**src/design/flash_settings.svh**
```systemverilog
`ifndef FLASH_SETTINGS_SVH
`define FLASH_SETTINGS_SVH

// byte address width on the flash side
`define FLASH_ADDR_W 24

// line geometry of the read buffer
// 32-bit words per line
`define FLASH_LINE_WORDS 4
// lines in the direct-mapped store
`define FLASH_LINE_COUNT 8

// derived select widths
`define FLASH_WORD_SEL_W ($clog2(`FLASH_LINE_WORDS))
`define FLASH_LINE_SEL_W ($clog2(`FLASH_LINE_COUNT))

// system clocks per sck half period
`define FLASH_SCK_DIV 4

`endif

```
**src/design/flash_pkg.sv**
```systemverilog
`include "flash_settings.svh"

package flash_pkg;

	// byte address with the line offset stripped
	typedef logic [`FLASH_ADDR_W-3-`FLASH_WORD_SEL_W:0] line_addr_t;

	// address of one 32-bit word
	typedef logic [`FLASH_ADDR_W-3:0] word_addr_t;

	// wishbone side to line buffer
	typedef struct packed {
		word_addr_t addr;
	} read_req_t;

	typedef struct packed {
		logic [31:0] data;
	} read_rsp_t;

	// line buffer to spi reader
	typedef struct packed {
		line_addr_t addr;
	} fill_req_t;

	// one word of a line fill, index is the word slot in the line
	typedef struct packed {
		logic [31:0]                   data;
		logic [`FLASH_WORD_SEL_W-1:0]  index;
	} fill_word_t;

	// flash commands, single lane
	typedef enum logic [7:0] {
		OP_READ       = 8'h03,
		OP_RELEASE_PD = 8'hAB
	} spi_opcode_e;

	typedef enum logic [2:0] {
		RS_WAKEUP,
		RS_GAP,
		RS_IDLE,
		RS_COMMAND,
		RS_ADDRESS,
		RS_DATA
	} reader_state_e;

	typedef enum logic [1:0] {
		BS_IDLE,
		BS_LOOKUP,
		BS_FILL,
		BS_REPLY
	} buffer_state_e;

endpackage

```
**src/design/flash.sv**
```systemverilog
`timescale 1ns/1ps
`include "flash_settings.svh"

module flash (
	input  logic                     wb_clk_i,
	input  logic                     arst_n_i,

	// wishbone slave, read only
	input  logic                     wb_cyc_i,
	input  logic                     wb_stb_i,
	input  logic                     wb_we_i,
	input  logic [`FLASH_ADDR_W-1:0] wb_adr_i,
	// write data is never stored
	input  logic [31:0]              wb_data_i,
	output logic                     wb_ack_o,
	output logic                     wb_stall_o,
	output logic                     wb_error_o,
	output logic [31:0]              wb_data_o,

	// serial flash pins
	output logic                     flash_csb_o,
	output logic                     flash_sck_o,
	output logic                     flash_io0_o,
	input  logic                     flash_io1_i
);

	// interface to buffer
	logic                  read_req_valid;
	flash_pkg::read_req_t  read_req;
	logic                  read_rsp_valid;
	flash_pkg::read_rsp_t  read_rsp;

	// buffer to reader
	logic                  fill_req_valid;
	flash_pkg::fill_req_t  fill_req;
	logic                  fill_word_valid;
	flash_pkg::fill_word_t fill_word;
	logic                  fill_done;

	wb_flash_interface u_wb_flash_interface (
		.wb_clk_i         (wb_clk_i),
		.arst_n_i         (arst_n_i),
		.wb_cyc_i         (wb_cyc_i),
		.wb_stb_i         (wb_stb_i),
		.wb_we_i          (wb_we_i),
		.wb_adr_i         (wb_adr_i),
		.wb_ack_o         (wb_ack_o),
		.wb_stall_o       (wb_stall_o),
		.wb_error_o       (wb_error_o),
		.wb_data_o        (wb_data_o),
		.read_req_valid_o (read_req_valid),
		.read_req_o       (read_req),
		.read_rsp_valid_i (read_rsp_valid),
		.read_rsp_i       (read_rsp)
	);

	// line store between bus and flash
	flash_line_buffer u_flash_line_buffer (
		.wb_clk_i          (wb_clk_i),
		.arst_n_i          (arst_n_i),
		.read_req_valid_i  (read_req_valid),
		.read_req_i        (read_req),
		.read_rsp_valid_o  (read_rsp_valid),
		.read_rsp_o        (read_rsp),
		.fill_req_valid_o  (fill_req_valid),
		.fill_req_o        (fill_req),
		.fill_word_valid_i (fill_word_valid),
		.fill_word_i       (fill_word),
		.fill_done_i       (fill_done)
	);

	spi_flash_reader u_spi_flash_reader (
		.wb_clk_i          (wb_clk_i),
		.arst_n_i          (arst_n_i),
		.fill_req_valid_i  (fill_req_valid),
		.fill_req_i        (fill_req),
		.fill_word_valid_o (fill_word_valid),
		.fill_word_o       (fill_word),
		.fill_done_o       (fill_done),
		.flash_csb_o       (flash_csb_o),
		.flash_sck_o       (flash_sck_o),
		.flash_io0_o       (flash_io0_o),
		.flash_io1_i       (flash_io1_i)
	);

endmodule

```
**src/design/flash_line_buffer.sv**
```systemverilog
`timescale 1ns/1ps
`include "flash_settings.svh"

module flash_line_buffer (
	input  logic                   wb_clk_i,
	input  logic                   arst_n_i,

	// word reads from the wishbone side
	input  logic                   read_req_valid_i,
	input  flash_pkg::read_req_t   read_req_i,
	output logic                   read_rsp_valid_o,
	output flash_pkg::read_rsp_t   read_rsp_o,

	// line fills from the spi reader
	output logic                   fill_req_valid_o,
	output flash_pkg::fill_req_t   fill_req_o,
	input  logic                   fill_word_valid_i,
	input  flash_pkg::fill_word_t  fill_word_i,
	input  logic                   fill_done_i
);

	localparam int WSEL_W = `FLASH_WORD_SEL_W;
	localparam int LSEL_W = `FLASH_LINE_SEL_W;
	localparam int WADR_W = $bits(flash_pkg::word_addr_t);
	// whatever is left above index and word select
	localparam int TAG_W  = WADR_W - WSEL_W - LSEL_W;

	flash_pkg::buffer_state_e state;

	// latched request address
	flash_pkg::word_addr_t req_addr;

	// line store in flops
	logic [31:0]                  line_data [`FLASH_LINE_COUNT][`FLASH_LINE_WORDS];
	logic [TAG_W-1:0]             line_tag  [`FLASH_LINE_COUNT];
	logic [`FLASH_LINE_COUNT-1:0] line_valid;

	// request address split
	logic [WSEL_W-1:0] req_word;
	logic [LSEL_W-1:0] req_line;
	logic [TAG_W-1:0]  req_tag;
	logic              hit;

	assign req_word = req_addr[WSEL_W-1:0];
	assign req_line = req_addr[WSEL_W+LSEL_W-1:WSEL_W];
	assign req_tag  = req_addr[WADR_W-1:WSEL_W+LSEL_W];
	assign hit      = line_valid[req_line] && (line_tag[req_line] == req_tag);

	// answer a hit straight from lookup, a miss once the line is in
	assign read_rsp_valid_o = ((state == flash_pkg::BS_LOOKUP) && hit)
		|| (state == flash_pkg::BS_REPLY);
	assign read_rsp_o.data  = line_data[req_line][req_word];

	// one fill per miss, line address with word select dropped
	assign fill_req_valid_o = (state == flash_pkg::BS_LOOKUP) && !hit;
	assign fill_req_o.addr  = req_addr[WADR_W-1:WSEL_W];

	always_ff @(posedge wb_clk_i or negedge arst_n_i) begin
		if (!arst_n_i) begin
			state      <= flash_pkg::BS_IDLE;
			line_valid <= '0;
		end else begin
			case (state)
				flash_pkg::BS_IDLE: begin
					if (read_req_valid_i) begin
						state <= flash_pkg::BS_LOOKUP;
					end
				end
				flash_pkg::BS_LOOKUP: begin
					if (hit) begin
						state <= flash_pkg::BS_IDLE;
					end else begin
						// old line is gone until the fill completes
						line_valid[req_line] <= 1'b0;
						state                <= flash_pkg::BS_FILL;
					end
				end
				flash_pkg::BS_FILL: begin
					if (fill_done_i) begin
						line_valid[req_line] <= 1'b1;
						state                <= flash_pkg::BS_REPLY;
					end
				end
				flash_pkg::BS_REPLY: begin
					state <= flash_pkg::BS_IDLE;
				end
				default: begin
					state <= flash_pkg::BS_IDLE;
				end
			endcase
		end
	end

	// address, tags and line data
	always_ff @(posedge wb_clk_i) begin
		if (read_req_valid_i) begin
			req_addr <= read_req_i.addr;
		end
		// new tag goes in with the miss
		if ((state == flash_pkg::BS_LOOKUP) && !hit) begin
			line_tag[req_line] <= req_tag;
		end
		// words land at their slot as they stream in
		if (fill_word_valid_i) begin
			line_data[req_line][fill_word_i.index] <= fill_word_i.data;
		end
	end

	// the interface keeps a single read open
	a_req_when_idle : assert property (
		@(posedge wb_clk_i) disable iff (!arst_n_i)
		read_req_valid_i |-> (state == flash_pkg::BS_IDLE)
	) else $error("read request while buffer busy");

	// the reader only streams words for a fill this block asked for
	a_word_in_fill : assert property (
		@(posedge wb_clk_i) disable iff (!arst_n_i)
		fill_word_valid_i |-> (state == flash_pkg::BS_FILL)
	) else $error("fill word outside a line fill");

endmodule

```
**src/design/spi_flash_reader.sv**
```systemverilog
`timescale 1ns/1ps
`include "flash_settings.svh"

module spi_flash_reader (
	input  logic                   wb_clk_i,
	input  logic                   arst_n_i,

	// line fill requests and returned words
	input  logic                   fill_req_valid_i,
	input  flash_pkg::fill_req_t   fill_req_i,
	output logic                   fill_word_valid_o,
	output flash_pkg::fill_word_t  fill_word_o,
	output logic                   fill_done_o,

	// single lane spi, mode 0
	output logic                   flash_csb_o,
	output logic                   flash_sck_o,
	output logic                   flash_io0_o,
	input  logic                   flash_io1_i
);

	localparam int DIV_W = $clog2(`FLASH_SCK_DIV + 1);
	// enough to count every data bit of a line
	localparam int BIT_W = `FLASH_WORD_SEL_W + 5;

	localparam logic [DIV_W-1:0] DIV_LAST  = DIV_W'(`FLASH_SCK_DIV - 1);
	localparam logic [BIT_W-1:0] CMD_LAST  = BIT_W'(7);
	localparam logic [BIT_W-1:0] ADDR_LAST = BIT_W'(`FLASH_ADDR_W - 1);
	localparam logic [BIT_W-1:0] DATA_LAST = BIT_W'(32 * `FLASH_LINE_WORDS - 1);

	flash_pkg::reader_state_e state;

	logic [DIV_W-1:0] div_cnt;
	logic [BIT_W-1:0] bit_cnt;
	logic [BIT_W-1:0] phase_last;
	// half period boundary
	logic             tick;
	logic             sck_rise;
	logic             sck_fall;

	// outgoing command and address, msb on the wire
	logic [31:0]      tx_shift;
	// incoming byte and earlier bytes of the word
	logic [7:0]       rx_byte;
	logic [23:0]      rx_word;

	// latched fill, may arrive during wake-up
	logic                  fill_pend;
	flash_pkg::line_addr_t fill_addr;
	// current transfer belongs to a fill
	logic                  serving;

	assign tick        = (div_cnt == DIV_LAST);
	assign sck_rise    = !flash_csb_o && tick && !flash_sck_o;
	assign sck_fall    = !flash_csb_o && tick && flash_sck_o;
	assign flash_io0_o = tx_shift[31];

	// bits in the current phase
	always_comb begin
		case (state)
			flash_pkg::RS_ADDRESS: phase_last = ADDR_LAST;
			flash_pkg::RS_DATA:    phase_last = DATA_LAST;
			default:               phase_last = CMD_LAST;
		endcase
	end

	always_ff @(posedge wb_clk_i or negedge arst_n_i) begin
		if (!arst_n_i) begin
			state             <= flash_pkg::RS_WAKEUP;
			flash_csb_o       <= 1'b1;
			flash_sck_o       <= 1'b0;
			div_cnt           <= '0;
			bit_cnt           <= '0;
			tx_shift          <= {flash_pkg::OP_RELEASE_PD, 24'h0};
			fill_pend         <= 1'b0;
			serving           <= 1'b0;
			fill_word_valid_o <= 1'b0;
			fill_done_o       <= 1'b0;
		end else begin
			fill_word_valid_o <= 1'b0;
			fill_done_o       <= 1'b0;
			div_cnt           <= tick ? '0 : div_cnt + 1'b1;

			if (fill_req_valid_i) begin
				fill_pend <= 1'b1;
			end

			case (state)
				flash_pkg::RS_WAKEUP, flash_pkg::RS_COMMAND,
				flash_pkg::RS_ADDRESS, flash_pkg::RS_DATA: begin
					if (flash_csb_o) begin
						// first cycle after reset, open the wake-up frame
						flash_csb_o <= 1'b0;
						div_cnt     <= '0;
						bit_cnt     <= '0;
					end else if (tick && !flash_sck_o) begin
						flash_sck_o <= 1'b1;
					end else if (tick) begin
						// falling edge, next bit out
						flash_sck_o <= 1'b0;
						bit_cnt     <= bit_cnt + 1'b1;
						tx_shift    <= {tx_shift[30:0], 1'b0};
						if ((state == flash_pkg::RS_DATA) && (bit_cnt[4:0] == 5'd31)) begin
							fill_word_valid_o <= 1'b1;
						end
						if (bit_cnt == phase_last) begin
							bit_cnt <= '0;
							case (state)
								flash_pkg::RS_COMMAND: begin
									// line address with zero offset
									state    <= flash_pkg::RS_ADDRESS;
									tx_shift <= {fill_addr, {(`FLASH_WORD_SEL_W + 2){1'b0}}, 8'h00};
								end
								flash_pkg::RS_ADDRESS: begin
									state <= flash_pkg::RS_DATA;
								end
								default: begin
									// frame ends after wake-up or data
									state       <= flash_pkg::RS_GAP;
									flash_csb_o <= 1'b1;
									div_cnt     <= '0;
								end
							endcase
						end
					end
				end
				flash_pkg::RS_GAP: begin
					// close the fill once the last word is out
					if (serving) begin
						fill_done_o <= 1'b1;
						serving     <= 1'b0;
					end
					// csb high for one full sck period
					if (tick) begin
						bit_cnt <= bit_cnt + 1'b1;
						if (bit_cnt[0]) begin
							bit_cnt <= '0;
							state   <= flash_pkg::RS_IDLE;
						end
					end
				end
				flash_pkg::RS_IDLE: begin
					if (fill_pend) begin
						fill_pend   <= 1'b0;
						serving     <= 1'b1;
						state       <= flash_pkg::RS_COMMAND;
						flash_csb_o <= 1'b0;
						div_cnt     <= '0;
						bit_cnt     <= '0;
						tx_shift    <= {flash_pkg::OP_READ, 24'h0};
					end
				end
				default: begin
					state <= flash_pkg::RS_GAP;
				end
			endcase
		end
	end

	// receive path
	always_ff @(posedge wb_clk_i) begin
		if (fill_req_valid_i) begin
			fill_addr <= fill_req_i.addr;
		end
		// io1 sampled on the rising edge, msb first
		if (sck_rise && (state == flash_pkg::RS_DATA)) begin
			rx_byte <= {rx_byte[6:0], flash_io1_i};
		end
		if (sck_fall && (state == flash_pkg::RS_DATA)) begin
			// lowest address byte ends up in bits 7:0
			if (bit_cnt[2:0] == 3'd7) begin
				rx_word <= {rx_byte, rx_word[23:8]};
			end
			if (bit_cnt[4:0] == 5'd31) begin
				fill_word_o.data  <= {rx_byte, rx_word};
				fill_word_o.index <= bit_cnt[BIT_W-1:5];
			end
		end
	end

	// csb held low through command, address and data
	a_csb_framing : assert property (
		@(posedge wb_clk_i) disable iff (!arst_n_i)
		(state inside {flash_pkg::RS_COMMAND, flash_pkg::RS_ADDRESS, flash_pkg::RS_DATA})
			|-> !flash_csb_o
	) else $error("csb high inside a transfer");

	// the buffer never has two fills outstanding
	a_one_fill : assert property (
		@(posedge wb_clk_i) disable iff (!arst_n_i)
		fill_req_valid_i |-> !fill_pend && !serving
	) else $error("fill request while a fill is outstanding");

endmodule

```
**src/design/wb_flash_interface.sv**
```systemverilog
`timescale 1ns/1ps
`include "flash_settings.svh"

module wb_flash_interface (
	input  logic                     wb_clk_i,
	input  logic                     arst_n_i,

	// wishbone b4 pipelined slave
	input  logic                     wb_cyc_i,
	input  logic                     wb_stb_i,
	input  logic                     wb_we_i,
	input  logic [`FLASH_ADDR_W-1:0] wb_adr_i,
	output logic                     wb_ack_o,
	output logic                     wb_stall_o,
	output logic                     wb_error_o,
	output logic [31:0]              wb_data_o,

	// towards the line buffer
	output logic                     read_req_valid_o,
	output flash_pkg::read_req_t     read_req_o,
	input  logic                     read_rsp_valid_i,
	input  flash_pkg::read_rsp_t     read_rsp_i
);

	// request taken on this edge
	logic accept;
	// a buffer read is in flight
	logic read_busy;

	// stall blocks a second request while one is open
	assign accept = wb_cyc_i && wb_stb_i && !wb_stall_o;

	always_ff @(posedge wb_clk_i or negedge arst_n_i) begin
		if (!arst_n_i) begin
			wb_stall_o       <= 1'b0;
			wb_ack_o         <= 1'b0;
			wb_error_o       <= 1'b0;
			read_req_valid_o <= 1'b0;
			read_busy        <= 1'b0;
		end else begin
			// reads go to the buffer one cycle after acceptance
			read_req_valid_o <= accept && !wb_we_i;
			// writes are refused straight away
			wb_error_o       <= accept && wb_we_i;
			// ack follows the buffer answer by one cycle
			wb_ack_o         <= read_rsp_valid_i;

			// open from acceptance through the ack or error cycle
			if (accept) begin
				wb_stall_o <= 1'b1;
			end else if (wb_ack_o || wb_error_o) begin
				wb_stall_o <= 1'b0;
			end

			if (accept && !wb_we_i) begin
				read_busy <= 1'b1;
			end else if (read_rsp_valid_i) begin
				read_busy <= 1'b0;
			end
		end
	end

	// address and returned word
	always_ff @(posedge wb_clk_i) begin
		// byte lanes dropped, word address only
		if (accept) begin
			read_req_o.addr <= wb_adr_i[`FLASH_ADDR_W-1:2];
		end
		if (read_rsp_valid_i) begin
			wb_data_o <= read_rsp_i.data;
		end
	end

	// the buffer only answers a read this block has sent
	a_rsp_needs_req : assert property (
		@(posedge wb_clk_i) disable iff (!arst_n_i)
		read_rsp_valid_i |-> read_busy
	) else $error("read response with no read outstanding");

	// one open request at a time, ack never doubles up
	a_single_ack : assert property (
		@(posedge wb_clk_i) disable iff (!arst_n_i)
		wb_ack_o |=> !wb_ack_o
	) else $error("back to back ack on a single request");

endmodule

```
**config.mk**
```make
export PLATFORM = sky130hd
export DESIGN_NAME = flash
export DESIGN_NICKNAME = d
export VERILOG_FILES = /design/src/design/flash_pkg.sv /design/src/design/flash.sv /design/src/design/flash_line_buffer.sv /design/src/design/spi_flash_reader.sv /design/src/design/wb_flash_interface.sv
export VERILOG_INCLUDE_DIRS = /design/src /design/src/design
export SDC_FILE = /design/constraint.sdc
export NUM_CORES = 1
export LEC_CHECK = 0
export ABC_CLOCK_PERIOD_IN_PS = 3400
export BUFFER_PORTS_ARGS = -buffer_cell sky130_fd_sc_hd__buf_4
export CORE_MARGIN = 5
export CORE_UTILIZATION = 50
export CTS_CLUSTER_DIAMETER = 50
export DETAILED_ROUTE_END_ITERATION = 10
export HOLD_SLACK_MARGIN = 0.15
export MAX_ROUTING_LAYER = met4
export PLACE_DENSITY = 0.78
export RECOVER_POWER = 25
export SETUP_SLACK_MARGIN = 0.1
export SLEW_MARGIN = 15
export SYNTH_ARGS = -nofsm -noshare
export SYNTH_HDL_FRONTEND = slang
export SYNTH_SLANG_ARGS = --single-unit
```
**constraint.sdc**
```tcl
create_clock -name wb_clk_i -period 3.4 [get_ports wb_clk_i]
set_clock_uncertainty 0.1 [all_clocks]
set_input_delay 0 -clock wb_clk_i [delete_from_list [all_inputs] [get_ports wb_clk_i]]
set_output_delay 0 -clock wb_clk_i [all_outputs]
set_load 0.01 [all_outputs]
```
# Word-level counts from Yosys, hierarchy flattened
# Memory sizes are Yosys's and may differ from the RTL's. A register that Yosys moved wholly into a read port is not among the register bits.
# Index checks and enable logic that the tools add are counted.
# word_totals
reg_bits	227
ramBits	1160
out_inout_bits	38
word_cells	185
mem_count	2
# memory_table
memory	words	word_bits	read_ports	rd_ports_with_merged_regs	wr	line_no	rtl
u_flash_line_buffer.line_data	8	128	1	1	1	flash_line_buffer.sv:34	logic [31:0] line_data [`FLASH_LINE_COUNT][`FLASH_LINE_WORDS];
u_flash_line_buffer.line_tag	8	17	1	1	1	flash_line_buffer.sv:35	logic [TAG_W-1:0] line_tag [`FLASH_LINE_COUNT];
# op_classes
add_sub_neg	2
order_cmp	5
n_eq_ne	25
n_mux	78
n_bitwise	6
n_reduce_logical	43
# op_table
operator	count
32-bit 2-to-1 mux	9
128-bit 2-to-1 mux	1
32-bit binary-select mux with 2-bit select	1
32-bit demux with 2-bit select	1
32-bit one-hot mux with 2 select lines	1
7-bit 2-to-1 mux	7
3-bit 2-to-1 mux	16
1-bit 2-to-1 mux	26
7-bit one-hot mux with 3 select lines	1
17-bit == test	1
1-bit logical AND	16
8-bit 2-to-1 mux	2
8-bit one-hot mux with 2 select lines	1
7-bit one-hot mux with 2 select lines	1
2-bit by 1-bit inequality test with 1-bit output, second input constant	6
3-bit one-hot mux with 2 select lines	2
2-bit AND reduction	5
5-bit AND reduction	2
2-bit nonzero test	5
3-bit by 2-bit == test with 1-bit output, second input constant	3
3-bit == test, second input constant	3
3-bit one-hot mux with 3 select lines	1
8-bit bitwise AND	1
2-bit inequality test, second input constant	4
other kinds (31)	43

# Logic depth before layout (Yosys ltp)
# Gate-level depths: netlist of run 1.
# depth
ltp_word	8
depth_mapped	13

# Modules after synthesis
# From an unflattened synthesis of run 1, not the netlist that was laid out.
# hier_totals
hier_cells	2213
area_unflattened_um2	52365.2
# modules_own_cells
module	n_inst	cells_each	area_each_um2	seq_area_each_um2
flash_line_buffer	1	1830	45787.7	35804.3
spi_flash_reader	1	318	4800.9	3565.9
wb_flash_interface	1	65	1776.7	1721.7

# Worst setup path after synthesis of run 1
# No wires, ideal clock.
# synth_timing
path_type	reg-to-reg
start	register with a tool-made name
end	register u_wb_flash_interface.wb_data_o[0], enable pin
setup_ns	0.395
t_arrival_ns	2.865
setup_slack_ns	0.040
stages_incl_launch_ff	10
n_path_buf	2
synth_period_minus_slack_ns	3.360
cell_sequence	dfxtp_1 buf_2 buf_2 mux4_2 mux2i_1 xor2_1 nand3_1 nor4b_4 nand4_4 nand2b_1
# synth_lines
element	line_no	rtl
to (signal assigned)	wb_flash_interface.sv:70	wb_data_o <= read_rsp_i.data;
to (decl)	wb_flash_interface.sv:16	output logic [31:0] wb_data_o,

==> impl_metrics.tcl, run 1 <==
set metrics [dict create \
    outcome "complete, no violations" \
    synth-edff-count 1322 \
    clock_path_buffers 3 \
    vias_per_cell 6.41 \
    path_class "reg2reg" \
    crit_required_ns 3.79 \
    vdd_ir_drop_max_uv 481 \
    hp-class "reg2reg" \
    grt_max_degree 72 \
    grt_overflow 0 \
    fin_crit_sh 0.951 \
    slowest_stage "mux4_2" \
    setup_ws_ns 0.167 \
    pin_count 100 \
    grt_pass1_wl_mm 190 \
    clk_latency_ns 0.76 \
    clockRootBuffer "clkbuf_16" \
    cts_buffers 135 \
    coreArea_mm2 0.104 \
    syn_area_mm2 0.0522 \
    grt_pass1_vias 26600 \
    finalHoldViolations 0 \
    finalSetupViolCount 0 \
    maxSlewHeadroom 0.169 \
    synth_flop_cell "edfxtp_1" \
    pre_cts_ws_ns -0.0210 \
    area_delta_synth_final_pct 15.7 \
    total_leakage_power_uw 0.0193 \
    yosysTopAreaCell "edfxtp_1" \
    num_vias 25500 \
    worst_ep_arrival_time_ns 3.63 \
    max_freq_ghz 0.309 \
    synth_top_area_share 0.761 \
    drv_cap 0 \
    fin_nets 2572 \
    clk_pin_slew_worst_paths_ns 0.06 \
    final_cells 3986 \
    ys_types 61 \
    syn_nets 2328 \
    dieArea_mm2 0.111 \
    synth_area_leaders "edfxtp_1 (76%), mux4_2 (15%), dfrtp_1 (2.3%), mux2_2 (1.1%), mux2i_1 (0.90%)" \
    layout-drive-gt1-share 0.293 \
    grt_use_total 0.244 \
    rrSetupSlack_ns 0.17 \
    crit_top_cell "mux4_2" \
    cts_tree "built" \
    die_w_um 333 \
    crit_chain "buf_4, buf_16, buf_12, mux4_2, mux4_2, mux2_2" \
    min_period_ns 3.23 \
    p_total_uw 36300 \
    ys_seq_area_frac 0.788 \
    wirelength_mm 132 \
    globalplace.congestion 0.793 \
    critical_path.top_delay_family "multiplexers" \
    rsz0062_at_grt "false" \
    fillers 6962 \
    clock_sinks 1378 \
    place_hpwl_mm 60.9 \
    synth-seq-cells 1378 \
    power_density_mw_per_mm2 601 \
    critPathCaptureType "register" \
    slew_violations 0 \
    slowest_delay_ns 0.52 \
    synth.yosys.warnings 0 \
    firstDrtPassIters 7 \
    crit_buf_inv 3 \
    drt_iter0_drc 3678 \
    path_max_fanout 71 \
    start_util 0.503 \
    portBuffers 65 \
    synthArstFlopShare 0.0385 \
    wl_per_cell_um 33.1 \
    synth_cells 2257 \
    rows 118 \
    dieHeight_um 333 \
    ant_nets 0 \
    synth.avg_cell_area_um2 23.1 \
    route.detailed.drc 0 \
    cp-start-kind "register" \
    antenna_found_initial 0 \
    worst_slew_pin_slew_ns 1.25 \
    placed_cells_incl_taps 3680 \
    htreeDepth 4 \
]
## cells in the final DEF, fill, tap and decap left out, drive strengths merged, types with 4 or more instances in the layout
master,n
dlygate4sd3,55
clkinv,52
nand4,5
buf,110
inv,21
ha,9
clkbuf,218
nand2b,11
o31ai,4
xor2,10
nand3b,8
a22oi,4
mux4,338
dfrtp,47
mux2i,47
nor2b,12
edfxtp,1322
mux2,57
o21ai,34
o22ai,8
xnor2,6
nand3,11
nand2,62
and2,7
bufinv,11
a21oi,9
dfstp,6
nor2,71
## logic make-up (layout without fill, tap and decap cells)
| kind of cell | Yosys count | after routing | share of synthesized area |
|---|---|---|---|
| buffers and inverters | 122 | 470 | 0.0109 |
| other | 0 | 1 | 0 |
| flip-flops | 1378 | 1378 | 0.788 |
| AND/OR/NAND/NOR | 205 | 205 | 0.0191 |
| adder cells (fa/ha/maj) | 9 | 9 | 0.00216 |
| multiplexers | 442 | 442 | 0.167 |
| AO/OA/AOI/OAI | 85 | 85 | 0.0104 |
| XOR/XNOR | 16 | 16 | 0.00269 |
## Yosys cell counts, types with 3 or more instances
cell	instances
inv_1	13
buf_2	68
a22oi_1	4
xor2_1	10
and2_1	6
nand3_1	11
mux2i_1	47
mux2_1	8
o22ai_1	8
dfstp_2	6
mux4_2	338
buf_1	4
nand4_1	4
a2111oi_0	3
nand3b_1	8
a21oi_1	9
or4_1	3
edfxtp_1	1322
ha_1	9
buf_4	5
nand2b_1	11
nor2_1	71
dfxtp_1	3
mux2_2	49
dfrtp_1	47
o31ai_1	4
a32oi_1	3
clkbuf_1	31
nor2b_1	12
xnor2_1	6
o21ai_0	34
nand2_1	62
## flip-flops by register name, summed over array words and instances, names as in the netlist, 3 cells and up, named ones only
register / cells
u_spi_flash_reader.fill_word_o: 34
u_spi_flash_reader.bit_cnt: 7
u_flash_line_buffer.line_data: 1024
u_flash_line_buffer.req_addr: 22
u_spi_flash_reader.rx_byte: 8
u_spi_flash_reader.state: 3
u_spi_flash_reader.tx_shift: 20
u_flash_line_buffer.line_tag: 136
u_wb_flash_interface.read_req_o: 22
u_spi_flash_reader.div_cnt: 3
u_wb_flash_interface.wb_data_o: 32
u_spi_flash_reader.rx_word: 24
u_spi_flash_reader.fill_addr: 20
## worst reg2reg max path: cells and delay by family (launching register included)
| family | cells | cell delay (ns) |
|---|---|---|
| multiplexers | 3 | 1.34 |
| buffers and inverters | 3 | 1.07 |
| flip-flops | 1 | 0.48 |
## metal layers
layer / GRT usage / share of wire / routed length (um) / up-vias
met2: 0.410 / 0.52 / 68600 / 1815
li1: - / - / - / 9947
met4: 0.0810 / 0.036 / 4680 / 0
met5: - / 0 / 0 / -
met1: 0.301 / 0.35 / 45800 / 13500
met3: 0.0491 / 0.096 / 12700 / 329
## through the flow
stage           util  hold slack (ns)  instance area (um^2)  setup TNS (ns)
2_1_floorplan      -           -0.396                 52200               0
4_1_cts        0.583            0.237                 60400               0
3_3_place_gp   0.534          -0.0265                 55400               0
5_1_grt        0.582            0.326                 60400               0
3_5_place_dp   0.534         -0.00284                 55400           -1.37
6_report       0.582            0.314                 60400               0
## path summary, 6_finish.rpt
| check | start | end | cells after the start |
|---|---|---|---|
| worst min register to register | u_wb_flash_interface.read_req_o[9]$_DFFE_PP_ | u_flash_line_buffer.req_addr[9]$_DFFE_PP_ | 0 |
| worst min-delay path | u_wb_flash_interface.read_req_o[9]$_DFFE_PP_ | u_flash_line_buffer.req_addr[9]$_DFFE_PP_ | 0 |
| worst max-delay path | register | u_wb_flash_interface.wb_data_o[19]$_DFFE_PP_ | 6 |
| max in group asynchronous | arst_n_i | u_spi_flash_reader.bit_cnt[0]$_DFFE_PN0P_ | 4 |
| worst max register to register | register | u_wb_flash_interface.wb_data_o[19]$_DFFE_PP_ | 6 |
| min in group asynchronous | arst_n_i | u_spi_flash_reader.tx_shift[25]$_DFFE_PN1P_ | 3 |
## report_power, final
group / switching, uW / total (uW) / internal, uW
logic: 1200 / 2340 / 1140
clock network: 6610 / 15000 / 8380
registers: 201 / 19000 / 18800
total: 8010 / 36300 / 28300
## area by class of cell
class,instances,area [um^2],area share
flip-flops and latches,1378,41100,0.681
multi-input cells,757,10800,0.179
clock buffers,167,3540,0.0587
repair buffers,216,2280,0.0378
well taps,1380,1730,0.0286
clock inverters,74,883,0.0146
inverters,13,48.8,0.000808
diodes,1,2.50,0.0000415
## what timing repair did
action,CTS,global route
hold buffers,56,0
resized for setup,3,3
setup buffers,2,6
setup endpoints to repair,208,195
pin swaps,0,1
hold endpoints to repair,101,0
(Power assumes the default switching activity.)
==> run 2, diff against run 1 <==
--- a/config.mk
+++ b/config.mk
@@ -6,15 +6,16 @@
 export SDC_FILE = /design/constraint.sdc
 export NUM_CORES = 1
 export LEC_CHECK = 0
-export ABC_CLOCK_PERIOD_IN_PS = 3400
+export ABC_CLOCK_PERIOD_IN_PS = 3800
 export BUFFER_PORTS_ARGS = -buffer_cell sky130_fd_sc_hd__buf_4
 export CORE_MARGIN = 5
 export CORE_UTILIZATION = 50
 export CTS_CLUSTER_DIAMETER = 50
+export CTS_CLUSTER_SIZE = 25
 export DETAILED_ROUTE_END_ITERATION = 10
 export HOLD_SLACK_MARGIN = 0.15
 export MAX_ROUTING_LAYER = met4
-export PLACE_DENSITY = 0.78
+export PLACE_DENSITY = 0.66
 export RECOVER_POWER = 25
 export SETUP_SLACK_MARGIN = 0.1
 export SLEW_MARGIN = 15
==> constraint.sdc (replaced) <==
create_clock -name wb_clk_i -period 3.8 [get_ports wb_clk_i]
set_clock_uncertainty 0.1 [all_clocks]
set_input_delay 0 -clock wb_clk_i [delete_from_list [all_inputs] [get_ports wb_clk_i]]
set_output_delay 0 -clock wb_clk_i [all_outputs]
set_load 0.01 [all_outputs]
==> run 2 against run 1 <==
Effect of this change: the flow now finishes with violations (max-capacitance violations, max-slew violations); largest cell class unchanged; sequential cell count unchanged; fmax is 6.5% lower; largest power group unchanged; critical path depth increased by 4; highest routed layer unchanged.
==> impl_metrics.tcl, run 2 (synthesis results as in run 1) <==
set metrics [dict create \
    portBuffers 65 \
    cts_buffers 116 \
    largest_reg_flops 1024 \
    grt_pass1_vias 24200 \
    final_cell_mix "edfxtp_1 (1322), mux4_2 (338), clkbuf_16 (120), nand2_1 (62), dlygate4sd3_1 (55)" \
    ant_nets 0 \
    drt_iter0_drc 2500 \
    path_max_fanout 19 \
    firstDrtPassIters 5 \
    max_freq_ghz 0.289 \
    grt_pass1_wl_mm 164 \
    layout_commonest_cell "edfxtp_1" \
    clk_pin_slew_worst_paths_ns 0.08 \
    pin_count 100 \
    fin_nets 2530 \
    finalHoldViolations 0 \
    design_area_mm2 0.0599 \
    path_class "reg2reg" \
    globalplace.congestion 0.758 \
    hp-class "reg2reg" \
    dieArea_mm2 0.111 \
    route.detailed.drc 0 \
    clock_path_buffers 3 \
    die_w_um 333 \
    antenna_found_initial 0 \
    power_density_mw_per_mm2 533 \
    cp-start-kind "register" \
    area_delta_synth_final_pct 14.8 \
    reg2reg_to "u_flash_line_buffer.line_tag[7][3]$_DFFE_PP_" \
    coreArea_mm2 0.104 \
    crit_end "u_flash_line_buffer.line_tag[7][3]$_DFFE_PP_" \
    outcome "complete, but fails checks" \
    wirelength_mm 112 \
    fillers 7314 \
    dieHeight_um 333 \
    seq_area_mm2 0.0411 \
    rrSetupSlack_ns 0.34 \
    drv_cap 2 \
    vias_per_cell 6.07 \
    layout-drive-gt1-share 0.296 \
    wl_per_cell_um 28.3 \
    fin_crit_sh 0.910 \
    grt_use_total 0.206 \
    clock_sinks 1378 \
    rsz0062_at_grt "false" \
    finalSetupViolCount 0 \
    r2r_cells 10 \
    multi_input_area_mm2 0.0108 \
    clockRootBuffer "clkbuf_16" \
    worst_ep_arrival_time_ns 3.79 \
    place_hpwl_mm 57.8 \
    setup_ws_ns 0.340 \
    clk_latency_ns 0.72 \
    vdd_ir_drop_max_uv 483 \
    finalSetupTns_ns 0 \
    antenna_cells 0 \
    slew_violations 80 \
    grt_max_degree 129 \
    total_leakage_power_uw 0.0191 \
    pre_cts_ws_ns 0.341 \
    crit_required_ns 4.13 \
    htreeDepth 3 \
    postCtsSetupBuffers 0 \
    maxSlewHeadroom -0.600 \
    grt_overflow 0 \
    regMostFlops "u_flash_line_buffer.line_data" \
    violations "max-capacitance violations, max-slew violations" \
    rows 118 \
    start_util 0.503 \
    worst_slew_pin_slew_ns 2.40 \
    place_area_mm2 0.0551 \
    cts_tree "built" \
    top_regs "u_flash_line_buffer.line_data (1024), u_flash_line_buffer.line_tag (136), u_spi_flash_reader.fill_word_o (34)" \
    num_vias 23900 \
    min_period_ns 3.46 \
    critPathCaptureType "register" \
]
==> run 2: worst min-delay path by stage <==
stage / depth (start not counted) / endpoint / from / slack [ns]
finish: 0 / u_flash_line_buffer.req_addr[16]$_DFFE_PP_ / u_wb_flash_interface.read_req_o[16]$_DFFE_PP_ / 0.32
global placement: 1 / u_spi_flash_reader.tx_shift[30]$_DFFE_PN0P_ / arst_n_i / -0.03
detailed placement: 1 / u_spi_flash_reader.tx_shift[26]$_DFFE_PN0P_ / arst_n_i / -0.01
global route: 0 / u_spi_flash_reader.fill_word_o[2]$_DFFE_PP_ / u_spi_flash_reader.rx_word[0]$_DFFE_PP_ / 0.32
floorplan: 0 / asynchronous set/reset pin / arst_n_i / -0.40
CTS: 3 / u_spi_flash_reader.flash_csb_o$_DFFE_PN1P_ / arst_n_i / 0.20
==> run 2: repair_timing <==
| item | in CTS | in global routing |
|---|---|---|
| resized for setup | 0 | 0 |
| hold endpoints to repair | 101 | 0 |
| hold buffers | 56 | 0 |
==> run 2: layout make-up <==
type,instances,share of cell area
clock buffer,120,0.0501
clock inverter,100,0.0227
inverter,13,0.000815
multi-input combinational,757,0.180
sequential,1378,0.686
tap,1380,0.0288
timing repair buffer,193,0.0317
==> run 2: worst max-delay path, stage by stage (launching register included) <==
cell	delay (ns)
dfxtp_4	0.57
buf_12	0.23
mux4_2	0.52
mux2i_1	0.18
xnor2_1	0.08
a21oi_1	0.22
nor4b_4	0.43
nand3_1	0.13
nand2_1	0.33
nor2_1	0.10
buf_4	0.26
==> run 2: metrics by stage <==
step | hold slack [ns] | cells | utilization | power, uW
2_1_floorplan | -0.396 | 2257 | - | 18600
3_3_place_gp | -0.0306 | 3665 | 0.532 | 19200
3_5_place_dp | -0.0110 | 3665 | 0.532 | 19200
4_1_cts | 0.200 | 3941 | 0.579 | 32300
5_1_grt | 0.323 | 3941 | 0.578 | 33000
6_report | 0.320 | 3941 | 0.578 | 31900
==> run 2: report_power, final <==
group / switching (uW) / internal [uW]
Clock: 6180 / 6880
Combinational: 963 / 959
Sequential: 177 / 16800
==> run 2: per-layer routing <==
layer  up-vias  track usage  share of wire
met5         -            -              0
met4         0       0.0494          0.024
met3       158       0.0358          0.076
met2       995        0.330           0.50
met1     12900        0.284           0.40
li1       9914            -              -
